## config.mk

```make
export PLATFORM = sky130hd
export DESIGN_NAME = playfield_top
export DESIGN_NICKNAME = d
export VERILOG_FILES = /design/src/playfield_pkg.sv /design/src/scene_regs.sv /design/src/position_lfsr.sv /design/src/sprite_rom.sv /design/src/scene_painter.sv /design/src/playfield_top.sv
export VERILOG_INCLUDE_DIRS = /design/src /design/src/src
export SDC_FILE = /design/constraint.sdc
export NUM_CORES = 1
export LEC_CHECK = 0
export ABC_AREA = 1
export BUFFER_PORTS_ARGS = -buffer_cell sky130_fd_sc_hd__buf_4
export CAP_MARGIN = 0
export CORE_MARGIN = 4
export CORE_UTILIZATION = 55
export CTS_BUF_LIST = sky130_fd_sc_hd__clkbuf_4 sky130_fd_sc_hd__clkbuf_8
export DETAILED_ROUTE_END_ITERATION = 10
export PLACE_DENSITY = 0.81
export SLEW_MARGIN = 20
export SYNTH_ARGS = -nofsm -noshare
export SYNTH_HDL_FRONTEND = slang
export SYNTH_SLANG_ARGS = --single-unit
```

## constraint.sdc

```tcl
create_clock -name clk -period 3.6 [get_ports clk]
set_input_delay 0 -clock clk [delete_from_list [all_inputs] [get_ports clk]]
set_output_delay 0 -clock clk [all_outputs]
set_load 0.02 [all_outputs]
```

## src/playfield_consts.svh

```systemverilog
////////////////////
// screen layout and sprite art are fixed together
// coordinates are 9 bits, sprite counts 3 bits
////////////////////
`ifndef PLAYFIELD_CONSTS_SVH
`define PLAYFIELD_CONSTS_SVH

// display
`define SCREEN_W 320
`define SCREEN_H 240
`define COORD_W 9
`define COLOR_W 12

// sprites are square
`define SPRITE_SIZE 8
`define SPRITE_BITS 3

// first ground row
`define HORIZON_Y 60

// legal left-edge columns and top-edge rows below the horizon
`define X_SPAN 313
`define Y_SPAN 173

`define POS_SEED 16'hace1

`endif

```

## src/playfield_pkg.sv

```systemverilog
////////////////////
// types shared by the painter, ROM and register block
// encodings are fixed, the testbench relies on them
////////////////////
package playfield_pkg;

	typedef enum logic [2:0] {
		st_idle,
		st_clear,
		st_place,
		st_sprite,
		st_finish
	} paint_state_e;

	typedef enum logic {
		kind_gold,
		kind_stone
	} sprite_kind_e;

	typedef enum logic [1:0] {
		cfg_gold_count,
		cfg_stone_count,
		cfg_sky_color,
		cfg_ground_color
	} cfg_addr_e;

endpackage

```

## src/scene_regs.sv

```systemverilog
////////////////////
// writes are dropped while a scene is painting
////////////////////
`timescale 1ns/10ps
`include "playfield_consts.svh"

module scene_regs (
	input  logic                       clk,
	input  logic                       resetn,
	input  logic                       cfg_write,
	input  playfield_pkg::cfg_addr_e   cfg_addr,
	input  logic [`COLOR_W-1:0]        cfg_data,
	input  logic                       busy,
	output logic [2:0]                 gold_total,
	output logic [2:0]                 stone_total,
	output logic [`COLOR_W-1:0]        sky_color,
	output logic [`COLOR_W-1:0]        ground_color
);

	localparam logic [`COLOR_W-1:0] sky_reset = 12'h4af;
	localparam logic [`COLOR_W-1:0] ground_reset = 12'h642;

	always_ff @(posedge clk) begin
		if (!resetn) begin
			gold_total <= 3'd0;
			stone_total <= 3'd0;
			sky_color <= sky_reset;
			ground_color <= ground_reset;
		end else if (cfg_write && !busy) begin
			case (cfg_addr)
				playfield_pkg::cfg_gold_count: gold_total <= cfg_data[2:0];
				playfield_pkg::cfg_stone_count: stone_total <= cfg_data[2:0];
				playfield_pkg::cfg_sky_color: sky_color <= cfg_data;
				playfield_pkg::cfg_ground_color: ground_color <= cfg_data;
			endcase
		end
	end

endmodule

```

## src/position_lfsr.sv

```systemverilog
////////////////////
// positions always keep a whole sprite on screen below the horizon
////////////////////
`timescale 1ns/10ps
`include "playfield_consts.svh"

module position_lfsr (
	input  logic                clk,
	input  logic                resetn,
	input  logic                pos_step,
	output logic [`COORD_W-1:0] sprite_x,
	output logic [`COORD_W-1:0] sprite_y
);

	typedef logic [`COORD_W-1:0] coord_t;

	localparam coord_t x_span = coord_t'(`X_SPAN);
	localparam coord_t horizon = coord_t'(`HORIZON_Y);
	localparam logic [7:0] y_span = 8'(`Y_SPAN);

	logic [15:0] lfsr_q;
	logic        feedback;
	coord_t      raw_x;
	logic [7:0]  raw_y;
	logic [7:0]  fold_y;

	// taps 16 14 13 11, shifting toward bit 0
	assign feedback = lfsr_q[0] ^ lfsr_q[2] ^ lfsr_q[3] ^ lfsr_q[5];

	always_ff @(posedge clk) begin
		if (!resetn)
			lfsr_q <= `POS_SEED;
		else if (pos_step)
			lfsr_q <= {feedback, lfsr_q[15:1]};
	end

	assign raw_x = lfsr_q[8:0];
	assign raw_y = lfsr_q[15:8];

	// one subtraction is enough, both raw ranges are under twice the span
	assign sprite_x = (raw_x >= x_span) ? raw_x - x_span : raw_x;
	assign fold_y = (raw_y >= y_span) ? raw_y - y_span : raw_y;
	assign sprite_y = horizon + {1'b0, fold_y};

endmodule

```

## src/sprite_rom.sv

```systemverilog
////////////////////
// pixel is valid one cycle after row and col
// index 0 is transparent and reads as color 0
////////////////////
`timescale 1ns/10ps
`include "playfield_consts.svh"

module sprite_rom (
	input  logic                           clk,
	input  playfield_pkg::sprite_kind_e    kind,
	input  logic [`SPRITE_BITS-1:0]        row,
	input  logic [`SPRITE_BITS-1:0]        col,
	output logic [`COLOR_W-1:0]            pix_color,
	output logic                           pix_opaque
);

	// col 0 in the top two bits of each row
	localparam logic [2*`SPRITE_SIZE-1:0] gold_art [`SPRITE_SIZE] = '{
		16'b00_00_01_01_01_00_00_00,
		16'b00_01_11_01_01_01_00_00,
		16'b01_11_01_01_10_01_01_00,
		16'b01_01_01_10_01_01_01_00,
		16'b01_01_10_01_01_11_01_01,
		16'b00_01_01_01_01_01_10_01,
		16'b00_00_10_01_01_10_01_00,
		16'b00_00_00_10_10_00_00_00
	};

	localparam logic [2*`SPRITE_SIZE-1:0] stone_art [`SPRITE_SIZE] = '{
		16'b00_00_01_01_01_01_00_00,
		16'b00_01_11_01_01_10_01_00,
		16'b01_11_01_01_10_01_01_01,
		16'b01_01_01_10_01_01_11_01,
		16'b01_10_01_01_01_01_01_01,
		16'b01_01_01_11_01_10_01_00,
		16'b00_01_10_01_01_01_10_00,
		16'b00_00_10_10_10_10_00_00
	};

	logic [2*`SPRITE_SIZE-1:0]   art_row;
	logic [3:0]                  bit_base;
	logic [1:0]                  index_q;
	playfield_pkg::sprite_kind_e kind_q;

	assign art_row = (kind == playfield_pkg::kind_gold) ? gold_art[row] : stone_art[row];
	assign bit_base = 4'd14 - {col, 1'b0};

	always_ff @(posedge clk) begin
		index_q <= art_row[bit_base +: 2];
		kind_q <= kind;
	end

	assign pix_opaque = (index_q != 2'd0);

	always_comb begin
		case (index_q)
			2'd1: pix_color = (kind_q == playfield_pkg::kind_gold) ? 12'hfd0 : 12'h888;
			2'd2: pix_color = (kind_q == playfield_pkg::kind_gold) ? 12'hb80 : 12'h555;
			2'd3: pix_color = (kind_q == playfield_pkg::kind_gold) ? 12'hffe : 12'hccc;
			default: pix_color = 12'h000;
		endcase
	end

endmodule

```

## src/scene_painter.sv

```systemverilog
////////////////////
// clears the screen, then walks gold and stone sprites
// start is ignored until done has fallen
////////////////////
`timescale 1ns/10ps
`include "playfield_consts.svh"

module scene_painter (
	input  logic                           clk,
	input  logic                           resetn,
	input  logic                           start,
	input  logic [2:0]                     gold_total,
	input  logic [2:0]                     stone_total,
	input  logic [`COLOR_W-1:0]            sky_color,
	input  logic [`COLOR_W-1:0]            ground_color,
	input  logic [`COORD_W-1:0]            sprite_x,
	input  logic [`COORD_W-1:0]            sprite_y,
	input  logic [`COLOR_W-1:0]            pix_color,
	input  logic                           pix_opaque,
	output logic                           pos_step,
	output playfield_pkg::sprite_kind_e    kind,
	output logic [`SPRITE_BITS-1:0]        row,
	output logic [`SPRITE_BITS-1:0]        col,
	output logic                           plot,
	output logic [`COORD_W-1:0]            pixel_x,
	output logic [`COORD_W-1:0]            pixel_y,
	output logic [`COLOR_W-1:0]            pixel_color,
	output logic                           busy,
	output logic                           done,
	output logic [2:0]                     gold_drawn,
	output logic [2:0]                     stone_drawn
);

	typedef logic [`COORD_W-1:0] coord_t;
	typedef logic [2*`SPRITE_BITS-1:0] walk_t;

	localparam coord_t last_x = coord_t'(`SCREEN_W - 1);
	localparam coord_t last_y = coord_t'(`SCREEN_H - 1);
	localparam coord_t horizon = coord_t'(`HORIZON_Y);
	localparam walk_t last_walk = walk_t'(`SPRITE_SIZE * `SPRITE_SIZE - 1);

	playfield_pkg::paint_state_e state;

	coord_t cnt_x;
	coord_t cnt_y;
	walk_t  walk;
	logic   clear_last;
	logic   walk_last;

	// plot pipeline, one stage beside the ROM read
	logic                pipe_valid;
	logic                pipe_clear;
	coord_t              pipe_x;
	coord_t              pipe_y;
	logic [`COLOR_W-1:0] pipe_bg;

	assign clear_last = (cnt_x == last_x) && (cnt_y == last_y);
	assign walk_last = (walk == last_walk);

	assign row = walk[2*`SPRITE_BITS-1:`SPRITE_BITS];
	assign col = walk[`SPRITE_BITS-1:0];
	assign pos_step = (state == playfield_pkg::st_place);

	always_ff @(posedge clk) begin
		if (!resetn) begin
			state <= playfield_pkg::st_idle;
			busy <= 1'b0;
			done <= 1'b0;
			cnt_x <= '0;
			cnt_y <= '0;
			walk <= '0;
			kind <= playfield_pkg::kind_gold;
			gold_drawn <= 3'd0;
			stone_drawn <= 3'd0;
			pipe_valid <= 1'b0;
		end else begin
			done <= 1'b0;
			pipe_valid <= 1'b0;
			if (done)
				busy <= 1'b0;
			case (state)
				playfield_pkg::st_idle: begin
					if (start && !busy) begin
						state <= playfield_pkg::st_clear;
						busy <= 1'b1;
						cnt_x <= '0;
						cnt_y <= '0;
						gold_drawn <= 3'd0;
						stone_drawn <= 3'd0;
					end
				end
				playfield_pkg::st_clear: begin
					pipe_valid <= 1'b1;
					if (cnt_x == last_x) begin
						cnt_x <= '0;
						cnt_y <= cnt_y + 1'b1;
					end else begin
						cnt_x <= cnt_x + 1'b1;
					end
					if (clear_last) begin
						if (gold_total != 3'd0) begin
							kind <= playfield_pkg::kind_gold;
							state <= playfield_pkg::st_place;
						end else if (stone_total != 3'd0) begin
							kind <= playfield_pkg::kind_stone;
							state <= playfield_pkg::st_place;
						end else begin
							state <= playfield_pkg::st_finish;
						end
					end
				end
				playfield_pkg::st_place: begin
					walk <= '0;
					state <= playfield_pkg::st_sprite;
				end
				playfield_pkg::st_sprite: begin
					pipe_valid <= 1'b1;
					walk <= walk + 1'b1;
					if (walk_last) begin
						if (kind == playfield_pkg::kind_gold) begin
							gold_drawn <= gold_drawn + 3'd1;
							if (gold_drawn + 3'd1 != gold_total) begin
								state <= playfield_pkg::st_place;
							end else if (stone_total != 3'd0) begin
								kind <= playfield_pkg::kind_stone;
								state <= playfield_pkg::st_place;
							end else begin
								state <= playfield_pkg::st_finish;
							end
						end else begin
							stone_drawn <= stone_drawn + 3'd1;
							if (stone_drawn + 3'd1 != stone_total)
								state <= playfield_pkg::st_place;
							else
								state <= playfield_pkg::st_finish;
						end
					end
				end
				playfield_pkg::st_finish: begin
					// last plot leaves here, done follows
					done <= 1'b1;
					state <= playfield_pkg::st_idle;
				end
				default: state <= playfield_pkg::st_idle;
			endcase
		end
	end

	always_ff @(posedge clk) begin
		pipe_clear <= (state == playfield_pkg::st_clear);
		pipe_bg <= (cnt_y < horizon) ? sky_color : ground_color;
		if (state == playfield_pkg::st_clear) begin
			pipe_x <= cnt_x;
			pipe_y <= cnt_y;
		end else begin
			pipe_x <= sprite_x + {{(`COORD_W-`SPRITE_BITS){1'b0}}, col};
			pipe_y <= sprite_y + {{(`COORD_W-`SPRITE_BITS){1'b0}}, row};
		end
	end

	// transparent sprite pixels drop out here
	assign plot = pipe_valid && (pipe_clear || pix_opaque);
	assign pixel_x = pipe_x;
	assign pixel_y = pipe_y;
	assign pixel_color = pipe_clear ? pipe_bg : pix_color;

endmodule

```

## src/playfield_top.sv

```systemverilog
////////////////////
// plot has no back-pressure, the frame buffer must take a pixel per cycle
////////////////////
`timescale 1ns/10ps
`include "playfield_consts.svh"

module playfield_top (
	input  logic                       clk,
	input  logic                       resetn,
	input  logic                       cfg_write,
	input  playfield_pkg::cfg_addr_e   cfg_addr,
	input  logic [`COLOR_W-1:0]        cfg_data,
	input  logic                       start,
	output logic                       plot,
	output logic [`COORD_W-1:0]        pixel_x,
	output logic [`COORD_W-1:0]        pixel_y,
	output logic [`COLOR_W-1:0]        pixel_color,
	output logic                       busy,
	output logic                       done,
	output logic [2:0]                 gold_drawn,
	output logic [2:0]                 stone_drawn
);

	logic [2:0]                  gold_total;
	logic [2:0]                  stone_total;
	logic [`COLOR_W-1:0]         sky_color;
	logic [`COLOR_W-1:0]         ground_color;
	logic                        pos_step;
	logic [`COORD_W-1:0]         sprite_x;
	logic [`COORD_W-1:0]         sprite_y;
	playfield_pkg::sprite_kind_e kind;
	logic [`SPRITE_BITS-1:0]     row;
	logic [`SPRITE_BITS-1:0]     col;
	logic [`COLOR_W-1:0]         pix_color;
	logic                        pix_opaque;

	scene_regs regs0 (
		.clk          (clk),
		.resetn       (resetn),
		.cfg_write    (cfg_write),
		.cfg_addr     (cfg_addr),
		.cfg_data     (cfg_data),
		.busy         (busy),
		.gold_total   (gold_total),
		.stone_total  (stone_total),
		.sky_color    (sky_color),
		.ground_color (ground_color)
	);

	position_lfsr lfsr0 (
		.clk      (clk),
		.resetn   (resetn),
		.pos_step (pos_step),
		.sprite_x (sprite_x),
		.sprite_y (sprite_y)
	);

	sprite_rom rom0 (
		.clk        (clk),
		.kind       (kind),
		.row        (row),
		.col        (col),
		.pix_color  (pix_color),
		.pix_opaque (pix_opaque)
	);

	scene_painter painter0 (
		.clk          (clk),
		.resetn       (resetn),
		.start        (start),
		.gold_total   (gold_total),
		.stone_total  (stone_total),
		.sky_color    (sky_color),
		.ground_color (ground_color),
		.sprite_x     (sprite_x),
		.sprite_y     (sprite_y),
		.pix_color    (pix_color),
		.pix_opaque   (pix_opaque),
		.pos_step     (pos_step),
		.kind         (kind),
		.row          (row),
		.col          (col),
		.plot         (plot),
		.pixel_x      (pixel_x),
		.pixel_y      (pixel_y),
		.pixel_color  (pixel_color),
		.busy         (busy),
		.done         (done),
		.gold_drawn   (gold_drawn),
		.stone_drawn  (stone_drawn)
	);

endmodule

```

==> results.tsv, run 1 <==
metric	value	unit
die_h	114	µm
period_needed	2930	ps
synthCells	858	
async_flop_share	0	
synthesis.area	6210	µm²
cts_max_path_buffers	2	
hold_viol	0	
ios	57	
ir_drop	397	µV
clock_sinks	117	
cts_tree	yes	
grt_util_met3	0.0523	
die_w	114	µm
busiest_layer	met2	
tightest_slew	880	ps
grt_pass1_wl	23900	µm
rows	38	
total_leakage_power	3.25	nW
synthToLayoutAreaGrowth	18.0	%
cp.required	3980	ps
worst_ep_arrival_time	3310	ps
dieArea	13100	µm²
max_freq	0.341	GHz
fin_nets	979	
drc	0	
synth_seq_cells	117	
diodes	0	
dp_hpwl	10000	µm
crit_type	flip-flop to flip-flop	
layout_commonest_cell	nand2_1	
use_met2	0.386	
viasPerCell	5.30	
drt_wl_total	14400	µm
clock_skew	14.1	ps
num_vias	5726	
drv_slew	0	
grt_util_met1	0.281	
cts_root_buffer	clkbuf_8	
drive_gt1_frac	0.146	
cp-end-kind	flip-flop	
p_per_area	498	nW/µm²
synth_ff_type	dfxtp_1	
ant_nets	0	
dr.pass1.iters	5	
finalSetupTns	0	ps
dpl_cell_area	6720	µm²
whs	55.4	ps
htree_levels	4	
status	complete, no violations	
clk_pin_slew_worst_paths	70	ps
dpl_worst_slack	707	ps
track_usage	0.228	
cts_made_buffers	17	
slew_headroom	0.409	
ys.warnings.count	0	
rsz0062_at_grt	false	
dp_cells	1030	
fin_ws	671	ps
grt_max_degree	55	
start_kind	flip-flop	
yosys.cell_types.count	50	
critPathMaxFanout	8	
yosysSeqAreaShare	0.377	
grt_pass1_vias	5243	
stdcell_count	1081	
fill_cells	953	
io_buffers	56	
antenna_found_initial	0	
fin_crit_sh	0.814	
hold_class	input pin to flip-flop	
avgSynthCellArea	7.24	µm²
drt-initial-drc-count	465	
crit_path_start	lfsr0.lfsr_q[8]	
post_drt_wl_per_cell	13.3	µm
gp_congestion	0.879	
setup_viol	0	
cts-resized-gates	0	
reg2reg_from	lfsr0.lfsr_q[8]	
fin_util	0.671	
syn_nets	909	
worstHoldStart	start	
final_cell_mix	173 x nand2_1, 117 x dfxtp_1, 90 x inv_1, 86 x o21ai_0, 77 x nor2_1	
postLayoutCellArea	7330	µm²
maxCapViolations	0	
total_power	3.65	mW
clkLatencyLatePin	460	ps
synth-edff-count	0	
core_area	10900	µm²
start_util	0.568	
gr-total-overflow	0	
## sequential cells by signal, indices dropped and copies added, names as in the netlist, 2 cells and up
name / flops
painter0.walk: 6
painter0.stone_drawn: 3
regs0.ground_color: 12
painter0.cnt_x: 9
lfsr0.lfsr_q: 16
painter0.cnt_y: 9
painter0.pixel_x: 9
rom0.index_q: 2
painter0.pixel_y: 9
painter0.state: 3
painter0.gold_drawn: 3
regs0.gold_total: 3
regs0.stone_total: 3
painter0.pipe_bg: 12
regs0.sky_color: 12
## final cells by class
| type | instances | area [µm²] | area share |
|---|---|---|---|
| Inverter | 103 | 387 | 0.0527 |
| Clock inverter | 13 | 171 | 0.0234 |
| Timing Repair Buffer | 82 | 663 | 0.0904 |
| Tap cell | 140 | 175 | 0.0239 |
| Multi-Input combinational cell | 607 | 3340 | 0.455 |
| Sequential cell | 117 | 2340 | 0.319 |
| Clock buffer | 19 | 255 | 0.0348 |
## per-layer routing
layer / vias up / share of wire
li1: 2968 / -
met1: 2605 / 0.45
met2: 132 / 0.48
met3: 21 / 0.050
met4: 0 / 0.018
met5: - / 0
## timing repair
item / in CTS / in global routing
hold buffers: 19 / 0
setup buffers: 0 / 0
hold endpoints to repair: 30 / 0
## Yosys cell counts, types with 6 or more instances
master	count	area share
nor2_2	8	0.0081
nand3_1	43	0.035
nand2_1	173	0.10
o21ai_0	86	0.069
buf_2	7	0.0056
xor2_1	19	0.027
nor2_1	77	0.047
o22ai_1	6	0.0060
inv_2	8	0.0048
nand2_2	8	0.0081
clkbuf_1	19	0.011
o211ai_1	21	0.025
inv_1	90	0.054
dfxtp_1	117	0.38
a21oi_1	60	0.048
ha_1	31	0.062
nand4_1	6	0.0060
o21ai_1	6	0.0048
nor3_1	13	0.010
## kinds of logic after synthesis
logic type | count (synthesis) | share of synthesized area
adders and majority gates | 33 | 0.0689
DFF | 117 | 0.377
and+or+nand+nor | 354 | 0.260
AOI/OAI and AO/OA | 198 | 0.178
xor gates and xnor gates | 22 | 0.0310
buffers and inverters | 134 | 0.0854
## critical path, cell delays in order (launching register included)
cell and delay (ps):
dfxtp_1 340, inv_1 150, ha_1 210, inv_1 50, o21ai_1 150, nand2_1 100
nand2_2 140, o21ai_0 110, ha_1 290, ha_1 160, inv_1 50, fa_1 400
o211ai_1 230, nand2_1 100, nand2_1 70, a21oi_1 50, inv_1 70, nor2_1 50
o22ai_1 130
## path summary, 6_finish.rpt
kind,end,slack (ps),cells past startpoint
min,painter0.state[0],60,5
max reg2reg,painter0.pixel_y[7],670,18
min reg2reg,regs0.sky_color[6],450,2
max,painter0.pixel_y[7],670,18
## power breakdown
part	internal, mW	switching [mW]
Combinational	0.320	0.544
Clock	0.720	0.572
Sequential	1.41	0.0818
Note: power is estimated with default switching activity, not from simulation.
==> run 2: changes to the inputs <==
Clock period 3.6 ns to 2.85 ns, I/O delays scaled along.
==> results.tsv, run 2 (synthesis results as in run 1) <==
metric	value	unit
status	finished, violations left	
failed_checks	design-rule violations	
dieArea	13100	µm²
tightest_slew	577	ps
grt_max_degree	54	
total_leakage_power	3.25	nW
core_area	10900	µm²
cts_made_buffers	17	
fin_nets	983	
holdPathStages	5	
htree_levels	4	
ir_drop	615	µV
path_cells	inv_4 > ha_1 > o21ai_2 > nand2_1 > nand2_2 > o21ai_0 > ha_1 > ha_2 > inv_1 > fa_2 > o211ai_1 > nand2_1 > nand2_1 > a21oi_1 > inv_1 > nor2_1 > o22ai_1	
dp_cells	1035	
dp_hpwl	10100	µm
drv_slew	0	
num_vias	5761	
grt_pass1_vias	5442	
cp.required	3210	ps
viasPerCell	5.31	
slew_headroom	0.615	
ant_nets	0	
cts_root_buffer	clkbuf_8	
ios	57	
worstHoldStart	start	
gr-total-overflow	0	
reg2reg_slack	90	ps
rows	38	
hold_path_end	painter0.state[0]	
die_w	114	µm
cts_max_path_buffers	2	
cts_tree	yes	
clock_sinks	117	
synthToLayoutAreaGrowth	19.0	%
drt-initial-drc-count	434	
drive_gt1_frac	0.174	
reg2reg_from	lfsr0.lfsr_q[9]	
critPathMaxFanout	5	
crit_type	flip-flop to flip-flop	
drc	2	
clock_skew	12.2	ps
die_h	114	µm
start_util	0.568	
track_usage	0.233	
p_per_area	613	nW/µm²
layout_commonest_cell	nand2_1	
finalSetupTns	0	ps
cp-end-kind	flip-flop	
setup_viol	0	
diodes	0	
fin_crit_sh	0.967	
crit_path_top_delay_cell	dfxtp_4	
grt_pass1_wl	24600	µm
max_stage_delay	380	ps
r2r-end	painter0.pixel_y[7]	
maxCapViolations	0	
hold_viol	0	
largest_register_ffs	16	
start_kind	flip-flop	
gp_congestion	0.898	
final_cell_mix	173 x nand2_1, 113 x dfxtp_1, 87 x inv_1, 86 x o21ai_0, 75 x nor2_1	
reg2reg_depth	17	
io_buffers	56	
max_freq	0.363	GHz
top_register	lfsr0.lfsr_q	
clkLatencyLatePin	440	ps
post_drt_wl_per_cell	13.5	µm
hold_class	input pin to flip-flop	
dr.pass1.iters	8	
clk_pin_slew_worst_paths	70	ps
antenna_found_initial	0	
period_needed	2760	ps
drt_wl_total	14700	µm
crit_top_cell	nand2_1	
worst_ep_arrival_time	3120	ps
stdcell_count	1085	
-- run 2: changes by cell type in the layout (fill, tap and decap cells not counted), moves of 3 or more --
cell	previous run	this run
buf_4	63	71
ha_1	31	26
dfxtp_1	117	113
dlygate4sd3_1	19	15
dfxtp_2	0	3
ha_4	0	3
inv_1	90	87
-- run 2: critical path: cells and delay by family (launching register included) --
kind	cells	cell delay [ps]
and+or+nand+nor	5	450
buffers and inverters	3	170
AOI/OAI and AO/OA	5	680
adders and majority gates	4	1010
DFF	1	380
-- run 2: where the power goes --
group / switching [mW] / internal (mW) / leakage [nW]
Sequential: 0.102 / 1.78 / 0.955
Clock: 0.769 / 0.738 / 0.191
Combinational: 0.711 / 0.428 / 2.11
-- run 2: timing repair --
action,in CTS,in global routing
pin swaps,1,8
setup endpoints to repair,1,6
hold buffers,15,0
endpoints found under the hold margin,39,0
gates resized for setup,0,22
buffers inserted,1,2
-- run 2: per-stage QoR --
step | hold slack (ps) | utilization | total power, mW | worst slack [ps] | cell area (µm²)
floorplan | 126 | - | 2.64 | 98.7 | 6210
global placement | 223 | 0.618 | 2.97 | 130 | 6750
detailed placement | 227 | 0.618 | 2.99 | -28.5 | 6750
CTS | 53.7 | 0.668 | 4.52 | 8.35 | 7300
global route | 83.4 | 0.676 | 4.78 | -73.7 | 7390
finish | 63.9 | 0.676 | 4.53 | 92.8 | 7390
-- run 2: how the worst max path moves through the flow --
| stage | start | to | cells after the start |
|---|---|---|---|
| 2_1_floorplan | lfsr0.lfsr_q[8] | painter0.pixel_y[7] | 18 |
| 3_3_place_gp | lfsr0.lfsr_q[8] | painter0.pixel_y[7] | 19 |
| 3_5_place_dp | lfsr0.lfsr_q[9] | painter0.pixel_y[7] | 18 |
| 4_1_cts | lfsr0.lfsr_q[9] | painter0.pixel_y[7] | 18 |
| 5_1_grt | lfsr0.lfsr_q[8] | painter0.pixel_y[6] | 20 |
| 6_report | lfsr0.lfsr_q[9] | painter0.pixel_y[7] | 17 |
-- run 2: cell type report --
type,count,area [µm²]
Clock inverter,14,141
Clock buffer,18,248
Sequential cell,117,2350
Timing Repair Buffer,86,683
Multi-Input combinational cell,607,3410
Tap cell,140,175
Inverter,103,389
Fill cell,914,3540
-- run 2: routing by layer --
layer / vias to the layer above / GRT usage / wire length [µm]
li1: 2977 / - / -
met1: 2609 / 0.297 / 6560
met2: 148 / 0.390 / 7040
met3: 27 / 0.0486 / 741
met4: 0 / 0.0863 / 302
met5: - / 0 / 0
==> run 3: changes to the inputs <==
--- a/config.mk
+++ b/config.mk
@@ -7,5 +7,4 @@
 export NUM_CORES = 1
 export LEC_CHECK = 0
-export ABC_AREA = 1
 export BUFFER_PORTS_ARGS = -buffer_cell sky130_fd_sc_hd__buf_4
 export CAP_MARGIN = 0
==> constraint.sdc (replaced) <==
create_clock -name clk -period 2.85 [get_ports clk]
set_input_delay 0 -clock clk [delete_from_list [all_inputs] [get_ports clk]]
set_output_delay 0 -clock clk [all_outputs]
set_load 0.05 [all_outputs]
==> results.tsv, run 3 <==
metric	value	unit
status	complete, no violations	
drive_gt1_frac	0.194	
fin_crit_sh	0.980	
crit_path_top_delay_cell	dfxtp_2	
start_util	0.567	
dp_cells	932	
maxCapViolations	0	
yosys.cell_types.count	64	
post_drt_wl_per_cell	15.6	µm
dieArea	13000	µm²
top_register	lfsr0.lfsr_q	
synth_seq_cells	117	
drt-initial-drc-count	425	
period_needed	2790	ps
reg2reg_depth	18	
fill_cells	855	
grt_pass1_wl	25300	µm
synth_ff_type	dfxtp_1	
wl_met3	864	µm
syn_nets	810	
hold_path_end	regs0.gold_total[2]	
yosysTopAreaCell	dfxtp_1	
critPathMaxFanout	5	
dr.max_layer_used	met4	
crit_buf_inv	2	
layout_commonest_cell	nand2_1	
r2r-end	painter0.pixel_y[7]	
synthToLayoutAreaGrowth	21.0	%
ir_drop	485	µV
gr-total-overflow	0	
drc	0	
dp_hpwl	10300	µm
postLayoutCellArea	7500	µm²
holdPathStages	4	
cts_made_buffers	17	
clk_pin_slew_worst_paths	70	ps
async_flop_share	0	
cts_tree	yes	
clock_sinks	117	
tightest_slew	717	ps
dpl_cell_area	6800	µm²
antenna_found_initial	0	
hold_viol	0	
fin_nets	887	
dr.pass1.iters	5	
seqCellArea	2350	µm²
ant_nets	0	
drt_wl_total	15500	µm
max_stage_delay	350	ps
total_power	4.32	mW
worst_ep_arrival_time	3120	ps
core_area	10900	µm²
reg2reg_from	lfsr0.lfsr_q[8]	
ys.warnings.count	0	
cp-end-kind	flip-flop	
hold_class	input pin to flip-flop	
yosysSeqAreaShare	0.378	
met2WireLength	7580	µm
rsz0062_at_grt	true	
setup_viol	0	
diodes	0	
gp_congestion	0.849	
avgSynthCellArea	8.17	µm²
die_w	114	µm
htree_levels	4	
cp.required	3180	ps
cts_max_path_buffers	2	
clock_skew	11.4	ps
p_per_area	576	nW/µm²
final_cell_mix	133 x nand2_1, 114 x dfxtp_1, 80 x buf_4, 62 x nor2_1, 61 x a21oi_1	
total_leakage_power	3.10	nW
multi_input_area	3670	µm²
io_buffers	56	
worstHoldStart	cfg_addr[0]	
largest_register_ffs	16	
synth_top_cells_by_count	134 x nand2_1, 117 x dfxtp_1, 64 x a21oi_1	
die_h	114	µm
clkLatencyLatePin	440	ps
synth_area_leaders	dfxtp_1 38%, nand2_1 8.1%, ha_1 6.3%	
viasPerCell	5.75	
crit_type	flip-flop to flip-flop	
stdcell_count	989	
wl_met1	6740	µm
reg2reg_slack	60	ps
path_cells	inv_2 > ha_4 > nor2b_4 > o21ai_2 > a21o_1 > nand2_2 > nand2_1 > o21ai_1 > ha_1 > ha_2 > inv_1 > fa_2 > nor2b_2 > o21ai_2 > a21boi_2 > o21ai_1 > a21oi_1 > nor3_1	
ios	57	
synthesis.area	6200	µm²
rows	38	
grt_pass1_vias	5502	
start_kind	flip-flop	
cts_root_buffer	clkbuf_8	
num_vias	5690	
yosysMostFrequentCell	nand2_1	
synth-edff-count	0	
slew_headroom	0.521	
synthCells	759	
drv_slew	0	
crit_family	adder cells	
max_freq	0.358	GHz
track_usage	0.237	
grt_max_degree	36	
synth_top_area_frac	0.378	
[run 3: changes by cell type after synthesis, moves of 14 or more]
| cell | previous run | this run |
|---|---|---|
| nor2_1 | 77 | 63 |
| nand2_1 | 173 | 134 |
| o21ai_0 | 86 | 37 |
| xnor2_1 | 3 | 21 |
| nand3_1 | 43 | 28 |
| mux2_2 | 0 | 14 |
| inv_1 | 90 | 25 |
[run 3: worst max-delay path by stage]
stage                          from                   to  slack, ps  cells after the start
floorplan           lfsr0.lfsr_q[8]  painter0.pixel_y[6]         20                     18
global placement    lfsr0.lfsr_q[9]  painter0.pixel_y[6]         50                     17
detailed placement  lfsr0.lfsr_q[9]  painter0.pixel_y[7]        -40                     18
CTS                 lfsr0.lfsr_q[8]  painter0.pixel_y[7]         -8                     18
global route        lfsr0.lfsr_q[8]  painter0.pixel_y[7]        -90                     18
finish              lfsr0.lfsr_q[8]  painter0.pixel_y[7]         60                     18
[run 3: cells by family after synthesis]
logic type | count (synthesis) | synth area share
xor+xnor | 39 | 0.0595
buf+inv | 69 | 0.0450
simple gates | 311 | 0.237
mux | 27 | 0.0504
flops | 117 | 0.378
fa+ha+maj | 33 | 0.0690
compound gates | 163 | 0.161
[run 3: timing repair]
| item | in CTS | in global routing |
|---|---|---|
| hold endpoints to repair | 41 | 0 |
| resized for setup | 6 | 15 |
| pin swaps | 10 | 12 |
| hold buffers | 19 | 0 |
| setup buffers | 5 | 3 |
| setup endpoints to repair | 3 | 10 |
[run 3: power by group]
group          total, mW  internal [mW]  switching (mW)
Sequential          1.82           1.74          0.0862
Combinational      0.946          0.315           0.631
Clock               1.56          0.832           0.725
Total               4.32           2.88            1.44
[run 3: cell type report]
cell class / count / share of cell area
multi-input cells: 573 / 0.489
flip-flops and latches: 117 / 0.313
clock inverters: 13 / 0.0193
inverters: 27 / 0.0138
well taps: 140 / 0.0233
repair buffers: 100 / 0.107
clock buffers: 19 / 0.0348
[run 3: per-layer routing]
layer / vias to the layer above / global-route usage
met1: 2703 / 0.295
li1: 2790 / -
met4: 0 / 0.0776
met3: 25 / 0.0544
met2: 172 / 0.406
met5: - / 0
[run 3: per-stage QoR]
stage          worst slack [ps]  hold WS, ps  utilization  setup TNS, ps
2_1_floorplan              17.7          122            -              0
5_1_grt                   -92.5         31.7        0.686           -251
3_3_place_gp               47.3          219        0.622              0
4_1_cts                   -8.13         3.41        0.681          -8.13
6_report                   56.7         26.2        0.686              0
3_5_place_dp              -39.0          233        0.622          -77.4
[run 3: worst min-delay path, cell delays in order]
cell and delay [ps]:
buf_4 110, nor3b_1 100, mux2i_1 140, nor2_1 80
